==> config.mk <==
export PLATFORM = sky130hd
export DESIGN_NAME = fetch_unit_flat
export DESIGN_NICKNAME = d
export VERILOG_FILES = /design/src/design/mips_pkg.sv /design/src/design/mem_if.sv /design/src/design/fetch_unit.sv /design/src/flat_wrapper.sv
export SDC_FILE = /design/constraint.sdc
export NUM_CORES = 1
export LEC_CHECK = 0
export BUFFER_PORTS_ARGS = -buffer_cell sky130_fd_sc_hd__buf_2
export CAP_MARGIN = 20
export CORE_ASPECT_RATIO = 0.8
export CORE_UTILIZATION = 40
export DETAILED_ROUTE_END_ITERATION = 12
export PLACE_DENSITY = 0.63
export SYNTH_ARGS = -nofsm -noshare
export SYNTH_HDL_FRONTEND = slang
export SYNTH_SLANG_ARGS = --single-unit
==> constraint.sdc <==
create_clock -name clk -period 3 [get_ports clk]
set_input_delay 0.3 -clock clk [delete_from_list [all_inputs] [get_ports clk]]
set_output_delay 0.3 -clock clk [all_outputs]
set_load 0.02 [all_outputs]
==> src/design/mips_pkg.sv <==
package mips_pkg;

	localparam int MEM_WORDS = 1024; // words in the shared memory
	localparam int ADDR_W    = 10;   // word address bits
	localparam int N_REQ     = 3;    // fetch, lsu, host

	//////////////////////////////////////////////////
	// primary opcodes
	localparam logic [5:0] op_special = 6'h00;
	localparam logic [5:0] op_j       = 6'h02;
	localparam logic [5:0] op_jal     = 6'h03;
	localparam logic [5:0] op_beq     = 6'h04;
	localparam logic [5:0] op_bne     = 6'h05;
	localparam logic [5:0] op_addiu   = 6'h09;
	localparam logic [5:0] op_slti    = 6'h0a;
	localparam logic [5:0] op_sltiu   = 6'h0b;
	localparam logic [5:0] op_andi    = 6'h0c;
	localparam logic [5:0] op_ori     = 6'h0d;
	localparam logic [5:0] op_xori    = 6'h0e;
	localparam logic [5:0] op_lui     = 6'h0f;
	localparam logic [5:0] op_lw      = 6'h23;
	localparam logic [5:0] op_sw      = 6'h2b;

	// function field of op_special
	localparam logic [5:0] fn_sll     = 6'h00;
	localparam logic [5:0] fn_srl     = 6'h02;
	localparam logic [5:0] fn_jr      = 6'h08;
	localparam logic [5:0] fn_syscall = 6'h0c;
	localparam logic [5:0] fn_addu    = 6'h21;
	localparam logic [5:0] fn_subu    = 6'h23;
	localparam logic [5:0] fn_and     = 6'h24;
	localparam logic [5:0] fn_or      = 6'h25;
	localparam logic [5:0] fn_xor     = 6'h26;
	localparam logic [5:0] fn_nor     = 6'h27;
	localparam logic [5:0] fn_slt     = 6'h2a;
	localparam logic [5:0] fn_sltu    = 6'h2b;

	//////////////////////////////////////////////////
	// decoded control word
	typedef enum logic [3:0] {
		alu_and  = 4'b0000,
		alu_or   = 4'b0001,
		alu_add  = 4'b0010,
		alu_xor  = 4'b0011,
		alu_nor  = 4'b0100,
		alu_srl  = 4'b0101,
		alu_sub  = 4'b0110,
		alu_slt  = 4'b0111,
		alu_sll  = 4'b1000,
		alu_sltu = 4'b1010 // 4'b1001 left unused
	} alu_op_t;

	typedef enum logic [1:0] {bc_none, bc_eq, bc_ne} bcond_t;
	typedef enum logic [1:0] {dreg_none, dreg_rd, dreg_rt, dreg_ra} dreg_t;
	typedef enum logic [1:0] {mem_none, mem_read, mem_write} mem_op_t;

	typedef struct packed {
		bcond_t  bcond;    // branch compare
		logic    jump;     // j / jal target
		logic    jump_reg; // jr
		logic    imm_sel;  // b operand is immediate
		logic    imm_sign; // sign extend immediate
		alu_op_t alu_op;
		logic    lui;      // result is imm << 16
		logic    link;     // result is pc + 4
		mem_op_t mem_op;
		logic    wb_we;    // register write
		dreg_t   dreg;     // which register
		logic    syscall;
		logic    unknown;
	} ctrl_t;

endpackage

==> src/design/mem_if.sv <==
`timescale 1ns/1ps

interface mem_if;
	logic                        req_valid;
	logic                        req_ready;
	logic                        req_we;
	logic [mips_pkg::ADDR_W-1:0] req_addr;  // word address
	logic [31:0]                 req_wdata;
	logic                        rsp_valid; // one cycle after a read is taken
	logic [31:0]                 rsp_data;

	modport requester (
		output req_valid, req_we, req_addr, req_wdata,
		input  req_ready, rsp_valid, rsp_data
	);

	modport arbiter (
		input  req_valid, req_we, req_addr, req_wdata,
		output req_ready, rsp_valid, rsp_data
	);
endinterface

==> src/design/fetch_unit.sv <==
`timescale 1ns/1ps

module fetch_unit (
	input  logic        clk,
	input  logic        rst,
	input  logic        run,
	mem_if.requester    mem,
	output logic        inst_valid,
	output logic [31:0] inst,
	output logic [31:0] inst_pc,
	input  logic        inst_ready,
	input  logic        redirect,
	input  logic [31:0] redirect_pc
);

	logic [31:0] fetch_pc;  // next word to ask for
	logic [31:0] pend_pc;   // pc of the word in flight
	logic        pending;   // one request outstanding
	logic        gen;       // flips on redirect
	logic        pend_gen;  // gen when request went out
	logic        rsp_keep;  // response is still wanted
	logic        buf_valid;
	logic [31:0] buf_inst;
	logic [31:0] buf_pc;

	assign rsp_keep = mem.rsp_valid && (pend_gen == gen);

	// ask when the buffer is empty or drains this cycle
	assign mem.req_valid = run && !pending && (!buf_valid || inst_ready) && !redirect;
	assign mem.req_we    = 1'b0;
	assign mem.req_addr  = fetch_pc[mips_pkg::ADDR_W+1:2];
	assign mem.req_wdata = '0;

	assign inst_valid = buf_valid;
	assign inst       = buf_inst;
	assign inst_pc    = buf_pc;

	always_ff @(posedge clk) begin
		if (rst) begin
			fetch_pc <= '0; // programs start at 0
			pending <= 1'b0;
			gen <= 1'b0;
			buf_valid <= 1'b0;
		end else begin
			if (mem.rsp_valid)
				pending <= 1'b0;
			if (mem.req_valid && mem.req_ready) begin
				pending <= 1'b1;
				fetch_pc <= fetch_pc + 32'd4;
			end
			if (inst_valid && inst_ready)
				buf_valid <= 1'b0;
			if (rsp_keep)
				buf_valid <= 1'b1;
			if (redirect) begin
				buf_valid <= 1'b0; // drop the sequential guess
				fetch_pc <= redirect_pc;
				gen <= ~gen; // stale response is ignored
			end
		end
	end

	always_ff @(posedge clk) begin
		if (mem.req_valid && mem.req_ready) begin
			pend_pc <= fetch_pc;
			pend_gen <= gen;
		end
		if (rsp_keep) begin
			buf_inst <= mem.rsp_data;
			buf_pc <= pend_pc;
		end
	end

endmodule

==> src/flat_wrapper.sv <==
// flat-port wrapper written by rule: the top's interface ports become plain ports
module fetch_unit_flat 
  (clk, rst, run, inst_valid, inst, inst_pc, inst_ready, redirect, redirect_pc, mem_req_valid, mem_req_we, mem_req_addr, mem_req_wdata, mem_req_ready, mem_rsp_valid, mem_rsp_data);
  mem_if mem_i ();
  input  logic clk;
  input  logic rst;
  input  logic run;
  output logic inst_valid;
  output logic [31:0] inst;
  output logic [31:0] inst_pc;
  input  logic inst_ready;
  input  logic redirect;
  input  logic [31:0] redirect_pc;
  output wire logic [$bits(mem_i.req_valid)-1:0] mem_req_valid;
  output wire logic [$bits(mem_i.req_we)-1:0] mem_req_we;
  output wire logic [$bits(mem_i.req_addr)-1:0] mem_req_addr;
  output wire logic [$bits(mem_i.req_wdata)-1:0] mem_req_wdata;
  input wire logic [$bits(mem_i.req_ready)-1:0] mem_req_ready;
  input wire logic [$bits(mem_i.rsp_valid)-1:0] mem_rsp_valid;
  input wire logic [$bits(mem_i.rsp_data)-1:0] mem_rsp_data;
  assign mem_req_valid = mem_i.req_valid;
  assign mem_req_we = mem_i.req_we;
  assign mem_req_addr = mem_i.req_addr;
  assign mem_req_wdata = mem_i.req_wdata;
  assign mem_i.req_ready = mem_req_ready;
  assign mem_i.rsp_valid = mem_rsp_valid;
  assign mem_i.rsp_data = mem_rsp_data;
  fetch_unit u_core (.clk(clk), .rst(rst), .run(run), .mem(mem_i), .inst_valid(inst_valid), .inst(inst), .inst_pc(inst_pc), .inst_ready(inst_ready), .redirect(redirect), .redirect_pc(redirect_pc));
endmodule
==> After elaboration in Yosys (flattened, before gate mapping) <==
Index checks and enable logic that the tools add are counted.
{ "totals": {"reg_bits": 132, "inputBits": 71, "out_inout_bits": 109, "word_cells": 31} }
{ "op_classes": {"addsub": 1, "n_eq_ne": 1, "muxes": 6, "bitwise": 1, "reduce_logical": 14} }
{ "op_table": {"columns": ["operator", "n"], "rows": [
  ["$mux 32", 2],
  ["$add 32x3->32 const B", 1],
  ["$logic_and 1x1->1", 6],
  ["$reduce_bool 2->1", 3],
  ["$mux 1", 4],
  ["$logic_not 1->1", 3],
  ["$reduce_or 2->1", 1],
  ["$eq 1x1->1", 1],
  ["$logic_or 1x1->1", 1],
  ["$not 1->1", 1]
]} }

==> Longest topological paths before layout <==
{ "logic_depth": {"ltp_word": 7, "ltp_mapped": 7, "ltp_nobuf": 6} }

==> Worst setup path after synthesis <==
No wires, ideal clock.
{ "synth_timing": {"path_kind": "flip-flop to flip-flop", "startpoint": "register u_core.buf_valid, in the netlist u_core.inst_valid", "endpoint": "register u_core.fetch_pc[30]", "setup_ns": 0.115, "arrival_time_ns": 2.452, "path_slack_ns": 0.433, "stages_incl_launch_ff": 8, "n_path_buf": 1, "synth_period_minus_slack_ns": 2.567, "cell_sequence": "dfxtp_1 -> nand2b_1 -> nand4_1 -> inv_1 -> clkbuf_1 -> nand4_1 -> xnor2_1 -> o21a_1"} }
{ "synth_via": {"elab_chain_cells": 6} }
{ "synth_lines": {"columns": ["item", "line", "rtl"], "rows": [
  ["from (decl)", "fetch_unit.sv:22", "logic buf_valid;"],
  ["from (signal assigned)", "fetch_unit.sv:43", "buf_valid <= 1'b0;"],
  ["from (signal assigned)", "fetch_unit.sv:52", "buf_valid <= 1'b0;"],
  ["from (signal assigned)", "fetch_unit.sv:54", "buf_valid <= 1'b1;"],
  ["$logic_not 1->1", "fetch_unit.sv:29", "assign mem.req_valid = run && !pending && (!buf_valid || inst_ready) && !redirect;"],
  ["$logic_or 1x1->1", "fetch_unit.sv:29", null],
  ["$logic_and 1x1->1 (2 in series)", "fetch_unit.sv:29", null],
  ["$logic_and 1x1->1", "fetch_unit.sv:47", "if (mem.req_valid && mem.req_ready) begin"],
  ["$reduce_bool 2->1 (no source line)", null, null],
  ["to (signal assigned)", "fetch_unit.sv:49", "fetch_pc <= fetch_pc + 32'd4;"],
  ["to (signal assigned)", "fetch_unit.sv:57", "fetch_pc <= redirect_pc;"],
  ["to (decl)", "fetch_unit.sv:16", "logic [31:0] fetch_pc;"]
]} }
No other way between the ends.
A chain may end at the register's enable or synchronous reset.

==> Final worst setup path <==
{ "layout_timing": {"startpoint": "register u_core.fetch_pc[2]", "endpoint": "register u_core.fetch_pc[28]"} }
{ "layout_via": {"elab_chain_cells": 3} }
{ "layout_lines": {"columns": ["item", "line", "rtl"], "rows": [
  ["$add 32x3->32", "fetch_unit.sv:49", null],
  ["$mux 32", "fetch_unit.sv:47", null],
  ["$mux 32", "fetch_unit.sv:55", "if (redirect) begin"]
]} }
No other way between the ends. The select of a mux whose other input is x is not followed.

==> out/results.ini <==
[sta]
setup_violations=0
setup_slack_ns=0.767
fin_tns_setup_ns=0
relSlewSlack_pct=51.5
tightest_slew_ns=0.728
min_period_ns=2.23
rsz0062_at_grt=no
holdWs_ns=0.0621
finalCritPeriodShare_pct=74.4
clock_skew_ns=0.00658
fmax_mhz=448
drv_slew=0
hold_viol_final=0

[power]
ir_drop_mv=0.401
p_leak_uw=0.00259
power.total_uw=4730
p_per_area_mw_per_mm2=712

[clocking]
cts_setup_buffers=0
clock_latency_ns=0.41
cts_tree=done
htreeDepth=4
clk_pin_slew_ns=0.06
cts_root_buf=clkbuf_16
clk_path_buf_depth=2
cts_sinks=132
cts_resized=0
cts_buffers=17
hold_buffers=0

[synthesis]
ys_seq_area_share_pct=68.9
synth_warnings=0
yosys_most_used_dff=edfxtp_1
ys_ff_latch=132
synth.distinct_cells=50
synthArstFlopShare_pct=0
synth_edf_count=97
synth_cells=397
mappedNetlistArea_mm2=0.00524
avgSynthCellArea_um2=13.2

[floorplanning]
rows=37
start_util_pct=40.9
dieArea_mm2=0.0136
core_area_mm2=0.0128
io_pins=180
die_h_um=104
die_width_um=130

[cells_and_area]
drive_above_1_share_pct=34.8
final_cell_area_mm2=0.00664
syn_to_final_growth_pct=26.7
final_net_count=613
diodes=0

[run_status]
status=finished, final reports clean

[detailed_routing]
drc=0
dr.pass1.iters=4
routed_wl_um=11000
antenna_left=0
routed_via_density=4.97
vias=3621
drt_iter0_markers=182
post_drt_wl_per_cell_um=15.1

[setup_path]
arrival_ns=2.56
critPathKind=reg -> reg
reg2reg_depth=6
cp_max_fo=9
crit_chain=ha_1 -> nand3_1 -> nor2_1 -> nand4_1 -> or3_1 -> a31oi_1
reg2reg_to=u_core.fetch_pc[28]
slowest_stage=nor2_1
setup.worst_path.end_class=register
path_buf_inv=0
crit-reg2reg-launch=u_core.fetch_pc[2]
cp-start-kind=register
reg2reg_slack_ns=0.77
crit_family=simple AND/OR/NAND/NOR gates
cp.required_ns=3.33
max_stage_delay_ns=0.58

[place]
place.gp.congestion=0.797
place_area_mm2=0.00601
port_buffers=146
hpwlAfterDp_um=7150
pre_cts_ws_ns=0.843

[hold_path]
hold_depth=1
holdCritStartpoint=mem_rsp_data[30]
hold_path_class=in -> reg
hold_end=u_core.inst[30]

[global_route]
antenna_found_initial=0
grt_use_total_pct=16.7
grt_first_pass_wirelength_um=17100
grt_max_degree=52
grt_pass1_vias=3395
grt.overflow.total=0

[flow_run]
drv_cap=0

through the flow:
step                      std cells  util [%]
after floorplan                 429         -
after global placement          697      46.8
after detailed placement        697      46.8
after CTS                       729      51.8
after global routing            729      51.8
final                           729      51.8
logic make-up after synthesis:
kind of cell / after synthesis / share of synthesized area [%]
buffers and inverters: 64 / 7.71
other: 1 / 0.0715
adder cells (fa/ha/maj): 1 / 0.239
AND/OR/NAND/NOR: 116 / 12.1
AO/OA/AOI/OAI: 65 / 7.68
flip-flops: 132 / 68.9
XOR/XNOR: 10 / 1.67
multiplexers: 8 / 1.62
cell type report:
| cell class | count | area [um2] |
|---|---|---|
| clock buffer | 18 | 429 |
| fill | 1147 | 6180 |
| multi-input combinational | 233 | 1350 |
| sequential | 132 | 3610 |
| timing repair buffer | 151 | 806 |
| inverter | 6 | 22.5 |
| tap | 175 | 219 |
| clock inverter | 14 | 208 |
cell usage in the layout (no fill, tap or decap), types with 3 or more instances in the layout:
cell and instances:
nand4_1 11, nand3_1 13, xnor2_1 4, nor3_1 9, nand2b_1 6, a21oi_1 20, or3_1 4, o21ai_0 10
inv_1 4, nor4_1 6, clkinv_2 3, buf_2 146, xor2_1 6, o22ai_1 6, edfxtp_1 97, nor2_1 19
nand2_1 26, dfxtp_1 35, o21a_1 4, mux2i_1 4, clkbuf_16 17, nand3b_1 5, conb_1 33, bufinv_16 5
mux2_2 4, a22oi_1 6, a31oi_1 9, buf_12 3
per-layer routing:
layer / wire, um / track usage [%]
met4: 146 / 6.73
met2: 4990 / 25.3
met5: 0 / 0
met3: 941 / 5.76
met1: 4910 / 21.7
cells in the mapped netlist (all sizes together) (2+ instances only):
cell type | count | area [um2]
edfxtp | 97 | 2910
buf | 49 | 348
dfxtp | 35 | 701
nand2 | 26 | 97.6
a21oi | 20 | 100
nor2 | 19 | 71.3
nand3 | 14 | 75.1
nand4 | 12 | 81.3
o21ai | 11 | 55.1
a31oi | 9 | 56.3
clkbuf | 9 | 33.8
nor3 | 9 | 45.0
nor4 | 7 | 58.8
a22oi | 6 | 45.0
inv | 6 | 22.5
nand2b | 6 | 37.5
o22ai | 6 | 37.5
xor2 | 6 | 52.6
nand3b | 5 | 37.5
mux2 | 4 | 45.0
mux2i | 4 | 40.0
o21a | 4 | 30.0
or3 | 4 | 25.0
xnor2 | 4 | 35.0
or2 | 3 | 18.8
and3 | 2 | 12.5
nor2b | 2 | 12.5
nor4b | 2 | 17.5
o31a | 2 | 17.5
worst max-delay path by stage:
stage	start	end	slack (ns)	depth (start not counted)
finish	u_core.fetch_pc[2]	u_core.fetch_pc[28]	0.77	6
global route	u_core.fetch_pc[2]	u_core.fetch_pc[28]	0.60	6
CTS	u_core.fetch_pc[2]	u_core.fetch_pc[28]	0.80	6
detailed placement	u_core.fetch_pc[2]	u_core.fetch_pc[28]	0.84	6
global placement	u_core.fetch_pc[11]	u_core.fetch_pc[25]	0.91	5
floorplan	u_core.inst_valid	u_core.fetch_pc[30]	0.43	7
worst register-to-register path, delay by kind of cell (launching register included):
kind            cells  cell delay, ns
compound gates      1            0.17
flops               1            0.46
fa+ha+maj           1            0.27
simple gates        4            1.26
where the power goes:
| group | internal (uW) | total, uW | switching, uW |
|---|---|---|---|
| clock network | 1470 | 2230 | 760 |
| registers | 2070 | 2130 | 57.5 |
| logic | 124 | 372 | 248 |
| total | 3670 | 4730 | 1060 |
registers in the layout, summed over array words and instances (netlist names):
register           cells
u_core.fetch_pc       32
u_core.gen             1
u_core.inst           32
u_core.inst_pc        32
u_core.inst_valid      1
u_core.pend_gen        1
u_core.pend_pc        32
u_core.pending         1
Power figures use the tool's default switching activity.
