[config.mk]
export PLATFORM = sky130hd
export DESIGN_NAME = lsu_flat
export DESIGN_NICKNAME = d
export VERILOG_FILES = /design/src/design/mips_pkg.sv /design/src/design/mem_if.sv /design/src/design/lsu.sv /design/src/flat_wrapper.sv
export SDC_FILE = /design/constraint.sdc
export NUM_CORES = 1
export LEC_CHECK = 0
export BUFFER_PORTS_ARGS = -buffer_cell sky130_fd_sc_hd__buf_4
export CORE_ASPECT_RATIO = 1.2
export CORE_MARGIN = 5
export CORE_UTILIZATION = 34
export CTS_CLUSTER_DIAMETER = 30
export DETAILED_ROUTE_END_ITERATION = 8
export GPL_ROUTABILITY_DRIVEN = 0
export HOLD_SLACK_MARGIN = 0.08
export PLACE_DENSITY_LB_ADDON = 0.12
export RECOVER_POWER = 50
export SYNTH_ARGS = -nofsm -noshare
export SYNTH_HDL_FRONTEND = slang
export SYNTH_SLANG_ARGS = --single-unit
[constraint.sdc]
create_clock -name clk -period 2.9 [get_ports clk]
set_clock_uncertainty 0.05 [all_clocks]
set_input_delay 0.145 -clock clk [delete_from_list [all_inputs] [get_ports clk]]
set_output_delay 0.145 -clock clk [all_outputs]
set_load 0.01 [all_outputs]
[src/design/mips_pkg.sv]
package mips_pkg;

	localparam int MEM_WORDS = 1024; // words in the shared memory
	localparam int ADDR_W    = 10;   // word address bits
	localparam int N_REQ     = 3;    // fetch, lsu, host

	//////////////////////////////////////////////////
	// primary opcodes
	localparam logic [5:0] op_special = 6'h00;
	localparam logic [5:0] op_j       = 6'h02;
	localparam logic [5:0] op_jal     = 6'h03;
	localparam logic [5:0] op_beq     = 6'h04;
	localparam logic [5:0] op_bne     = 6'h05;
	localparam logic [5:0] op_addiu   = 6'h09;
	localparam logic [5:0] op_slti    = 6'h0a;
	localparam logic [5:0] op_sltiu   = 6'h0b;
	localparam logic [5:0] op_andi    = 6'h0c;
	localparam logic [5:0] op_ori     = 6'h0d;
	localparam logic [5:0] op_xori    = 6'h0e;
	localparam logic [5:0] op_lui     = 6'h0f;
	localparam logic [5:0] op_lw      = 6'h23;
	localparam logic [5:0] op_sw      = 6'h2b;

	// function field of op_special
	localparam logic [5:0] fn_sll     = 6'h00;
	localparam logic [5:0] fn_srl     = 6'h02;
	localparam logic [5:0] fn_jr      = 6'h08;
	localparam logic [5:0] fn_syscall = 6'h0c;
	localparam logic [5:0] fn_addu    = 6'h21;
	localparam logic [5:0] fn_subu    = 6'h23;
	localparam logic [5:0] fn_and     = 6'h24;
	localparam logic [5:0] fn_or      = 6'h25;
	localparam logic [5:0] fn_xor     = 6'h26;
	localparam logic [5:0] fn_nor     = 6'h27;
	localparam logic [5:0] fn_slt     = 6'h2a;
	localparam logic [5:0] fn_sltu    = 6'h2b;

	//////////////////////////////////////////////////
	// decoded control word
	typedef enum logic [3:0] {
		alu_and  = 4'b0000,
		alu_or   = 4'b0001,
		alu_add  = 4'b0010,
		alu_xor  = 4'b0011,
		alu_nor  = 4'b0100,
		alu_srl  = 4'b0101,
		alu_sub  = 4'b0110,
		alu_slt  = 4'b0111,
		alu_sll  = 4'b1000,
		alu_sltu = 4'b1010 // 4'b1001 left unused
	} alu_op_t;

	typedef enum logic [1:0] {bc_none, bc_eq, bc_ne} bcond_t;
	typedef enum logic [1:0] {dreg_none, dreg_rd, dreg_rt, dreg_ra} dreg_t;
	typedef enum logic [1:0] {mem_none, mem_read, mem_write} mem_op_t;

	typedef struct packed {
		bcond_t  bcond;    // branch compare
		logic    jump;     // j / jal target
		logic    jump_reg; // jr
		logic    imm_sel;  // b operand is immediate
		logic    imm_sign; // sign extend immediate
		alu_op_t alu_op;
		logic    lui;      // result is imm << 16
		logic    link;     // result is pc + 4
		mem_op_t mem_op;
		logic    wb_we;    // register write
		dreg_t   dreg;     // which register
		logic    syscall;
		logic    unknown;
	} ctrl_t;

endpackage

[src/design/mem_if.sv]
`timescale 1ns/1ps

interface mem_if;
	logic                        req_valid;
	logic                        req_ready;
	logic                        req_we;
	logic [mips_pkg::ADDR_W-1:0] req_addr;  // word address
	logic [31:0]                 req_wdata;
	logic                        rsp_valid; // one cycle after a read is taken
	logic [31:0]                 rsp_data;

	modport requester (
		output req_valid, req_we, req_addr, req_wdata,
		input  req_ready, rsp_valid, rsp_data
	);

	modport arbiter (
		input  req_valid, req_we, req_addr, req_wdata,
		output req_ready, rsp_valid, rsp_data
	);
endinterface

[src/design/lsu.sv]
`timescale 1ns/1ps

module lsu (
	input  logic        clk,
	input  logic        rst,
	input  logic        ls_valid,
	input  logic        ls_we,
	input  logic [31:0] ls_addr,
	input  logic [31:0] ls_wdata,
	output logic        ls_ready,
	output logic        ld_valid,
	output logic [31:0] ld_data,
	mem_if.requester    mem
);

	logic                        pend;     // request waiting for grant
	logic                        ld_wait;  // read taken, data next
	logic                        pend_we;
	logic [mips_pkg::ADDR_W-1:0] pend_addr;
	logic [31:0]                 pend_wdata;

	assign ls_ready = !pend && !ld_wait;

	assign mem.req_valid = pend;
	assign mem.req_we    = pend_we;
	assign mem.req_addr  = pend_addr;
	assign mem.req_wdata = pend_wdata;

	assign ld_valid = ld_wait && mem.rsp_valid;
	assign ld_data  = mem.rsp_data;

	always_ff @(posedge clk) begin
		if (rst) begin
			pend <= 1'b0;
			ld_wait <= 1'b0;
		end else begin
			if (ls_valid && ls_ready)
				pend <= 1'b1;
			else if (mem.req_valid && mem.req_ready) begin
				pend <= 1'b0;
				ld_wait <= !pend_we; // writes get no response
			end
			if (ld_valid)
				ld_wait <= 1'b0;
		end
	end

	always_ff @(posedge clk) begin
		if (ls_valid && ls_ready) begin
			pend_we <= ls_we;
			pend_addr <= ls_addr[mips_pkg::ADDR_W+1:2]; // byte to word
			pend_wdata <= ls_wdata;
		end
	end

	// byte lanes are dropped, the core must only hand over whole words
	a_word_aligned: assert property (@(posedge clk) disable iff (rst)
		ls_valid |-> ls_addr[1:0] == 2'b00);

endmodule

[src/flat_wrapper.sv]
// flat-port wrapper written by rule: the top's interface ports become plain ports
module lsu_flat 
  (clk, rst, ls_valid, ls_we, ls_addr, ls_wdata, ls_ready, ld_valid, ld_data, mem_req_valid, mem_req_we, mem_req_addr, mem_req_wdata, mem_req_ready, mem_rsp_valid, mem_rsp_data);
  mem_if mem_i ();
  input  logic clk;
  input  logic rst;
  input  logic ls_valid;
  input  logic ls_we;
  input  logic [31:0] ls_addr;
  input  logic [31:0] ls_wdata;
  output logic ls_ready;
  output logic ld_valid;
  output logic [31:0] ld_data;
  output wire logic [$bits(mem_i.req_valid)-1:0] mem_req_valid;
  output wire logic [$bits(mem_i.req_we)-1:0] mem_req_we;
  output wire logic [$bits(mem_i.req_addr)-1:0] mem_req_addr;
  output wire logic [$bits(mem_i.req_wdata)-1:0] mem_req_wdata;
  input wire logic [$bits(mem_i.req_ready)-1:0] mem_req_ready;
  input wire logic [$bits(mem_i.rsp_valid)-1:0] mem_rsp_valid;
  input wire logic [$bits(mem_i.rsp_data)-1:0] mem_rsp_data;
  assign mem_req_valid = mem_i.req_valid;
  assign mem_req_we = mem_i.req_we;
  assign mem_req_addr = mem_i.req_addr;
  assign mem_req_wdata = mem_i.req_wdata;
  assign mem_i.req_ready = mem_req_ready;
  assign mem_i.rsp_valid = mem_rsp_valid;
  assign mem_i.rsp_data = mem_rsp_data;
  lsu u_core (.clk(clk), .rst(rst), .ls_valid(ls_valid), .ls_we(ls_we), .ls_addr(ls_addr), .ls_wdata(ls_wdata), .ls_ready(ls_ready), .ld_valid(ld_valid), .ld_data(ld_data), .mem(mem_i));
endmodule
# --- Yosys cells after proc, flatten, opt, wreduce, memory -nomap -nowiden ---
# Cells that the tools add are included.
op_classes:
  mux: 2
  bitwise_logic: 1
  n_reduce_logical: 10
ops:
  columns: ["operator", "count"]
  rows:
  - ["$logic_and 1x1->1", 4]
  - ["$logic_not 1->1", 3]
  - ["$mux 1", 2]
  - ["$reduce_and 2->1", 1]
  - ["$reduce_bool 2->1", 1]
  - ["$reduce_or 2->1", 1]
  - ["$not 1->1", 1]
totals:
  reg_bits: 45
  inputBits: 102
  elab_cells: 18

# --- Longest topological paths before layout ---
# Gate-level depths: netlist of run 1.
depth:
  ltp_word: 5
  ltp_mapped: 2
  depth_no_buf: 2

# --- Worst setup path after synthesis of run 1 ---
# OpenSTA, ideal clock, no wires.
synth_timing:
  kind: "register -> register"
  start: "reg u_core.pend, in the netlist u_core.mem.req_valid"
  end: "reg u_core.pend_addr, in the netlist u_core.mem.req_addr[0], enable pin"
  arrival_time_ns: 2.149
  required_time_ns: 2.412
  slack_ns: 0.263
  path_stages_with_launch: 2
  path_buffers: 0
  cell_sequence: "dfxtp_1 > nor3b_2"
synth_between:
  elab_chain_len: 3
synth_rtl:
  columns: ["element", "line", "text"]
  rows:
  - ["start, declared", "lsu.sv:16", "logic pend;"]
  - ["start signal, assigned", "lsu.sv:34", "pend <= 1'b0;"]
  - ["start signal, assigned", "lsu.sv:38", "pend <= 1'b1;"]
  - ["start signal, assigned", "lsu.sv:40", "pend <= 1'b0;"]
  - ["$logic_not 1->1", "lsu.sv:22", "assign ls_ready = !pend && !ld_wait;"]
  - ["$logic_and 1x1->1", "lsu.sv:22", null]
  - ["$logic_and 1x1->1", "lsu.sv:49", "if (ls_valid && ls_ready) begin"]
  - ["end signal, assigned", "lsu.sv:51", "pend_addr <= ls_addr[mips_pkg::ADDR_W+1:2];"]
  - ["end, declared", "lsu.sv:19", "logic [mips_pkg::ADDR_W-1:0] pend_addr;"]
# No other way between the ends.
# A chain may end at the register's enable or synchronous reset.

# --- Worst setup path in the final report of run 1 ---
layout_timing:
  start: "reg u_core.pend, in the netlist u_core.mem.req_valid"
  end: "reg u_core.pend_wdata[6], in the netlist u_core.mem.req_wdata[6], enable pin"
layout_between:
  elab_chain_len: 3
layout_rtl:
  columns: ["element", "line", "text"]
  rows:
  - ["$logic_not 1->1", "lsu.sv:22", null]
  - ["$logic_and 1x1->1", "lsu.sv:22", null]
  - ["$logic_and 1x1->1", "lsu.sv:49", null]
  - ["end signal, assigned", "lsu.sv:52", "pend_wdata <= ls_wdata;"]
  - ["end, declared", "lsu.sv:20", "logic [31:0] pend_wdata;"]
# No other way between the ends.

==> metrics.csv, run 1 <==
metric,value,unit
Die X,73.3,um
dpl ws,1.19,ns
Die Ht,86,um
"EDFF count, synth",43,
Clock transition at path regs,0.07,ns
worst hold slack,0.113,ns
most frequent cell after synthesis,edfxtp_1,
Max-cap violations,0,
setup ws final,1.22,ns
fin cells,258,
clock root buffer,clkbuf_8,
Clock Path Buffers,2,
"slowest stage cell, crit path",nor3b_4,
CP Buf/Inv Count,1,
worst hold path type,in -> reg,
initial DRC count,21,
final total power,1.36,mW
Crit path required time,2.83,ns
sequential share of the synthesized area,81.3,%
gr usage total,12.6,%
P_leak,1.10,nW
crit-path leading delay family,simple AND/OR/NAND/NOR gates,
Yosys warnings,0,
fill cell count,394,
post-route cell area,2680,um2
Final Setup Violations,0,
Cells after DPL,206,
pin count of the biggest net entering global routing,19,
Final Cycle Share,57.8,%
most instantiated cells after synthesis,"edfxtp_1 (43), buf_4 (32), dfxtp_1 (2)",
first-pass GRT wire length,5.84,mm
unrepaired setup endpoints after global routing,no,
ys async rst share,0,%
Netlist cell types,11,
Mapped Area,1640,um2
ys flop type,edfxtp_1,
area grow syn2layout,63.7,%
share of post-route cells with drive strength above 1,49.0,%
Sink Count,45,
share of the synthesized area in the top cell type,78.9,%
Final min period,1.68,ns
CTS tree,yes,
io pins,180,
Syn Inst Count,85,
worst skew pair latency,0.28,ns
normalized max-slew margin,59.6,%
CP Cell Sequence,"nor3b_4, buf_4",
"Hold Vio Cnt, Final",0,
fmax,0.596,GHz
CP Class,reg -> reg,
Max Slew Vio Count,0,
data arrival time of the critical path,1.60,ns
final design utilization,57.9,%
outcome,finished clean,
Synth area leaders,"edfxtp_1 (79%), buf_4 (15%), dfxtp_1 (2.4%), nor3b_2 (0.76%), nor4_2 (0.76%)",
# H-tree levels,2,
CP Capture Type,flop,
Setup TNS,0,ns
vias in the first global route,1229,
max incr delay on CP,0.56,ns
CORE AREA,4630,um2
placed cell area,2190,um2
DRT Wirelength,3.93,mm
number of diodes,0,
Yosys top cell by area,edfxtp_1,
syn nets,187,
CTS Buf Count,5,
Pwr Density,507,nW/um2
worst slew pin tran,0.606,ns
TritonRoute pass-1 iters,3,
Post-Syn Area per Cell,19.3,um2
drt drc,0,
peak supply drop,0.000294,V
Vias/cell,4.16,
nets,301,
DR vias,1072,
antenna violations before repair,0,
Synth Register Bits,45,
post-route ant nets,0,
# rows,27,
port buffer count,93,
crit path max fanout,18,
Die ar.,6310,um2
starting density of the core,35.4,%
Overflow after GRT,0,
Worst setup SP type,flop,
drt wl/cell,15.2,um
-- per-layer routing --
metal / wire [um] / share of wire [%] / global-route usage, %
met2: 2230 / 57 / 23.1
met3: 393 / 10 / 4.92
met5: 0 / 0 / 0
met1: 1130 / 29 / 11.3
met4: 167 / 4.3 / 7.08
-- worst reg2reg max path: cells and delay by family (launching register included) --
family,cells,cell delay [ns]
DFF,1,0.37
buffers and inverters,1,0.38
and+or+nand+nor,1,0.56
-- path summary, 6_finish.rpt --
check,startpoint,end,slack (ns),cells after the start
min reg2reg,u_core.mem.req_we,u_core.ld_wait,0.54,2
max reg2reg,u_core.mem.req_valid,u_core.mem.req_wdata[6],1.22,2
max,u_core.mem.req_valid,u_core.mem.req_wdata[6],1.22,2
min,mem_rsp_valid,u_core.ld_wait,0.11,3
-- layout by cell type, fill, tap and decap left out, drive strengths merged, types with 2 or more instances in the layout --
cell,Yosys,layout
buf,32,45
dlygate4sd3,0,44
edfxtp,43,43
clkbuf,0,56
clkinv,0,2
dfxtp,2,2
-- registers in the layout, summed over array words and instances, names as in the netlist --
name / count
u_core.mem.req_wdata: 32
u_core.mem.req_valid: 1
u_core.mem.req_we: 1
u_core.ld_wait: 1
u_core.mem.req_addr: 10
-- cell families (layout without fill, tap and decap cells) --
kind of cell | Yosys count | in the layout | synth area share (%)
and+or+nand+nor | 6 | 6 | 3.06
DFF | 45 | 45 | 81.3
AOI/OAI and AO/OA | 2 | 2 | 0.917
buffers and inverters | 32 | 147 | 14.7
-- where the power goes --
part / leakage [nW] / internal [mW] / switching [mW]
Combinational: 0.632 / 0.130 / 0.0825
Clock: 0.0450 / 0.167 / 0.196
Sequential: 0.428 / 0.768 / 0.0144
-- final cells by class --
type | count | area [um2] | area share, %
clock inverters | 2 | 10.0 | 0.374
flip-flops and latches | 45 | 1330 | 49.7
repair buffers | 139 | 1130 | 42.1
multi-input cells | 8 | 65.1 | 2.43
well taps | 58 | 72.6 | 2.71
clock buffers | 6 | 72.6 | 2.71
-- repair_timing --
action                                 in CTS  in global routing
buffers inserted                            0                  0
endpoints found under the hold margin      45                  0
resized for setup                           0                  0
hold buffers                               44                  0
No activity file was read; power rests on OpenSTA's default activity.
==> run 2: changes to the inputs <==
clock period = 1.7 ns   (was 2.9 ns; I/O delays follow)
==> run 2 against run 1 <==
  * Register-to-register slack worse by 1.0 ns
  * Cell area grew 2.3%
  * First-iteration DRC count rose by 130%
  * Routed wire length shrank 2.4%
  * Cell count grew 0.78%
  * Via count grew 0.75%
  * Flip-flop and latch count unchanged
  * Total power increased by 82%
  * Critical path depth is 3 higher
  * Largest power group unchanged
  * Clock-buffer cell count did not move
  * Worst setup slack lost 1.1 ns
==> metrics.csv, run 2 (synthesis results as in run 1) <==
metric,value,unit,change
Final Cycle Share,90.5,%,
Worst setup SP type,primary input,,was flop
CP Cell Sequence,"dlygate4sd3_1, buf_4, and3_1, nor4_2, dlygate4sd3_1",,"was nor3b_4, buf_4"
pin count of the biggest net entering global routing,31,,was 19
data arrival time of the critical path,1.71,ns,was 1.60 ns
Setup Buffers After CTS,0,,unchanged
initial DRC count,49,,was 21
"Hold Vio Cnt, Final",0,,unchanged
starting density of the core,35.4,%,unchanged
worst hold path type,in -> out,,was in -> reg
drt wl/cell,14.7,um,was 15.2 um
CTS tree,yes,,unchanged
DR vias,1080,,was 1072
final design utilization,59.2,%,was 57.9%
Die Ht,86,um,unchanged
Cells after DPL,206,,unchanged
Switching Fraction,20.2,%,was 21.6%
share of post-route cells with drive strength above 1,49.0,%,about the same
first-pass GRT wire length,5.79,mm,was 5.84 mm
peak supply drop,0.000647,V,was 0.000294 V
post-route cell area,2740,um2,was 2680 um2
reg2reg start,u_core.mem.req_we,,was u_core.mem.req_valid
combinational share of power,15.0,%,was 15.6%
"most common cell after layout, fill and taps aside",dlygate4sd3_1,,was buf_4
CP Capture Type,flop,,unchanged
Vias/cell,4.15,,was 4.16
worst skew pair latency,0.28,ns,about the same
clock root buffer,clkbuf_8,,unchanged
Die X,73.3,um,unchanged
Final min period,1.54,ns,
max incr delay on CP,0.57,ns,was 0.56 ns
fin cells,260,,was 258
Cell Int Power,1.97,mW,was 1.06 mW
Pwr Density,903,nW/um2,was 507 nW/um2
Clock Path Buffers,2,,unchanged
most frequent CP cell,dlygate4sd3_1,,
worst hold slack,0.120,ns,was 0.113 ns
gr usage total,12.3,%,was 12.6%
NetSw,0.501,mW,was 0.293 mW
Crit path required time,1.88,ns,was 2.83 ns
Sink Count,45,,unchanged
# rows,27,,unchanged
vias in the first global route,1211,,was 1229
placed cell area,2200,um2,was 2190 um2
CTS Buf Count,5,,unchanged
post-route ant nets,0,,unchanged
io pins,180,,unchanged
fmax,0.650,GHz,
CORE AREA,4630,um2,unchanged
crit path from,mem_req_ready,,was u_core.mem.req_valid
port buffer count,93,,unchanged
dpl ws,0.486,ns,was 1.19 ns
# H-tree levels,2,,unchanged
number of diodes,0,,unchanged
unrepaired setup endpoints after global routing,no,,unchanged
normalized max-slew margin,85.7,%,was 59.6%
TritonRoute pass-1 iters,2,,was 3
worst slew pin tran,0.214,ns,was 0.606 ns
fill cell count,382,,was 394
Max Slew Vio Count,0,,unchanged
final total power,2.48,mW,was 1.36 mW
drt drc,0,,unchanged
crit path max fanout,3,,was 18
clock share of power,31.0,%,was 26.7%
Overflow after GRT,0,,unchanged
Clock transition at path regs,0.07,ns,about the same
setup ws final,0.162,ns,was 1.22 ns
P_leak,1.12,nW,was 1.10 nW
"commonest non-fill, non-tap cells in the layout","dlygate4sd3_1 (46), clkbuf_4 (43), buf_4 (43), edfxtp_1 (43), clkbuf_1 (9)",,"was buf_4 (45), dlygate4sd3_1 (44), clkbuf_4 (43), edfxtp_1 (43), clkbuf_1 (8)"
outcome,finished clean,,unchanged
HP Start,mem_rsp_data[10],,was mem_rsp_valid
DRT Wirelength,3.83,mm,was 3.93 mm
share of total power in sequential cells,54.0,%,was 57.7%
Final Setup Violations,0,,unchanged
Setup TNS,0,ns,unchanged
CP Class,in -> reg,,was reg -> reg
antenna violations before repair,0,,unchanged
max reg flops,32,,unchanged
area grow syn2layout,67.4,%,was 63.7%
Die ar.,6310,um2,unchanged
"slowest stage cell, crit path",dlygate4sd3_1,,was nor3b_4
Max-cap violations,0,,unchanged
nets,303,,was 301
==> run 2: metal layers <==
metal  track usage, %  vias up  share of wire (%)
met5                0        -                  0
met4             4.94        0                2.5
met3             5.39       22                 10
met2             22.7       62                 57
met1             11.4      492                 30
li1                 -      504                  -
==> run 2: worst max-delay path, delay by kind of cell <==
family / cells / cell delay, ns
buffers and inverters: 3 / 1.25
and+or+nand+nor: 2 / 0.38
==> run 2: area by class of cell <==
class	instances	area, um2	area share (%)
tap	58	72.6	2.65
clock buffer	6	72.6	2.65
sequential	45	1330	48.7
clock inverter	2	33.8	1.23
timing repair buffer	141	1160	42.2
multi-input combinational	8	71.3	2.60
==> run 2: repair_timing <==
action                                 in CTS  in global routing
endpoints found under the hold margin      45                  0
resized for setup                           0                  0
hold buffers                               46                  0
==> run 2: final timing paths <==
| path | end | slack [ns] | cells past startpoint |
|---|---|---|---|
| worst max-delay path | u_core.ld_wait | 0.16 | 5 |
| worst min-delay path | ld_data[10] | 0.12 | 0 |
| worst max register to register | u_core.ld_wait | 0.21 | 3 |
| worst min register to register | u_core.mem.req_valid | 0.66 | 2 |
==> run 2: power by group through the flow <==
stage	combinational [mW]	clock, mW	sequential [mW]
after floorplan	0.120	0	1.40
after global placement	0.303	0	1.36
after detailed placement	0.309	0	1.36
after CTS	0.396	0.794	1.34
after global routing	0.401	0.833	1.35
final	0.371	0.767	1.34
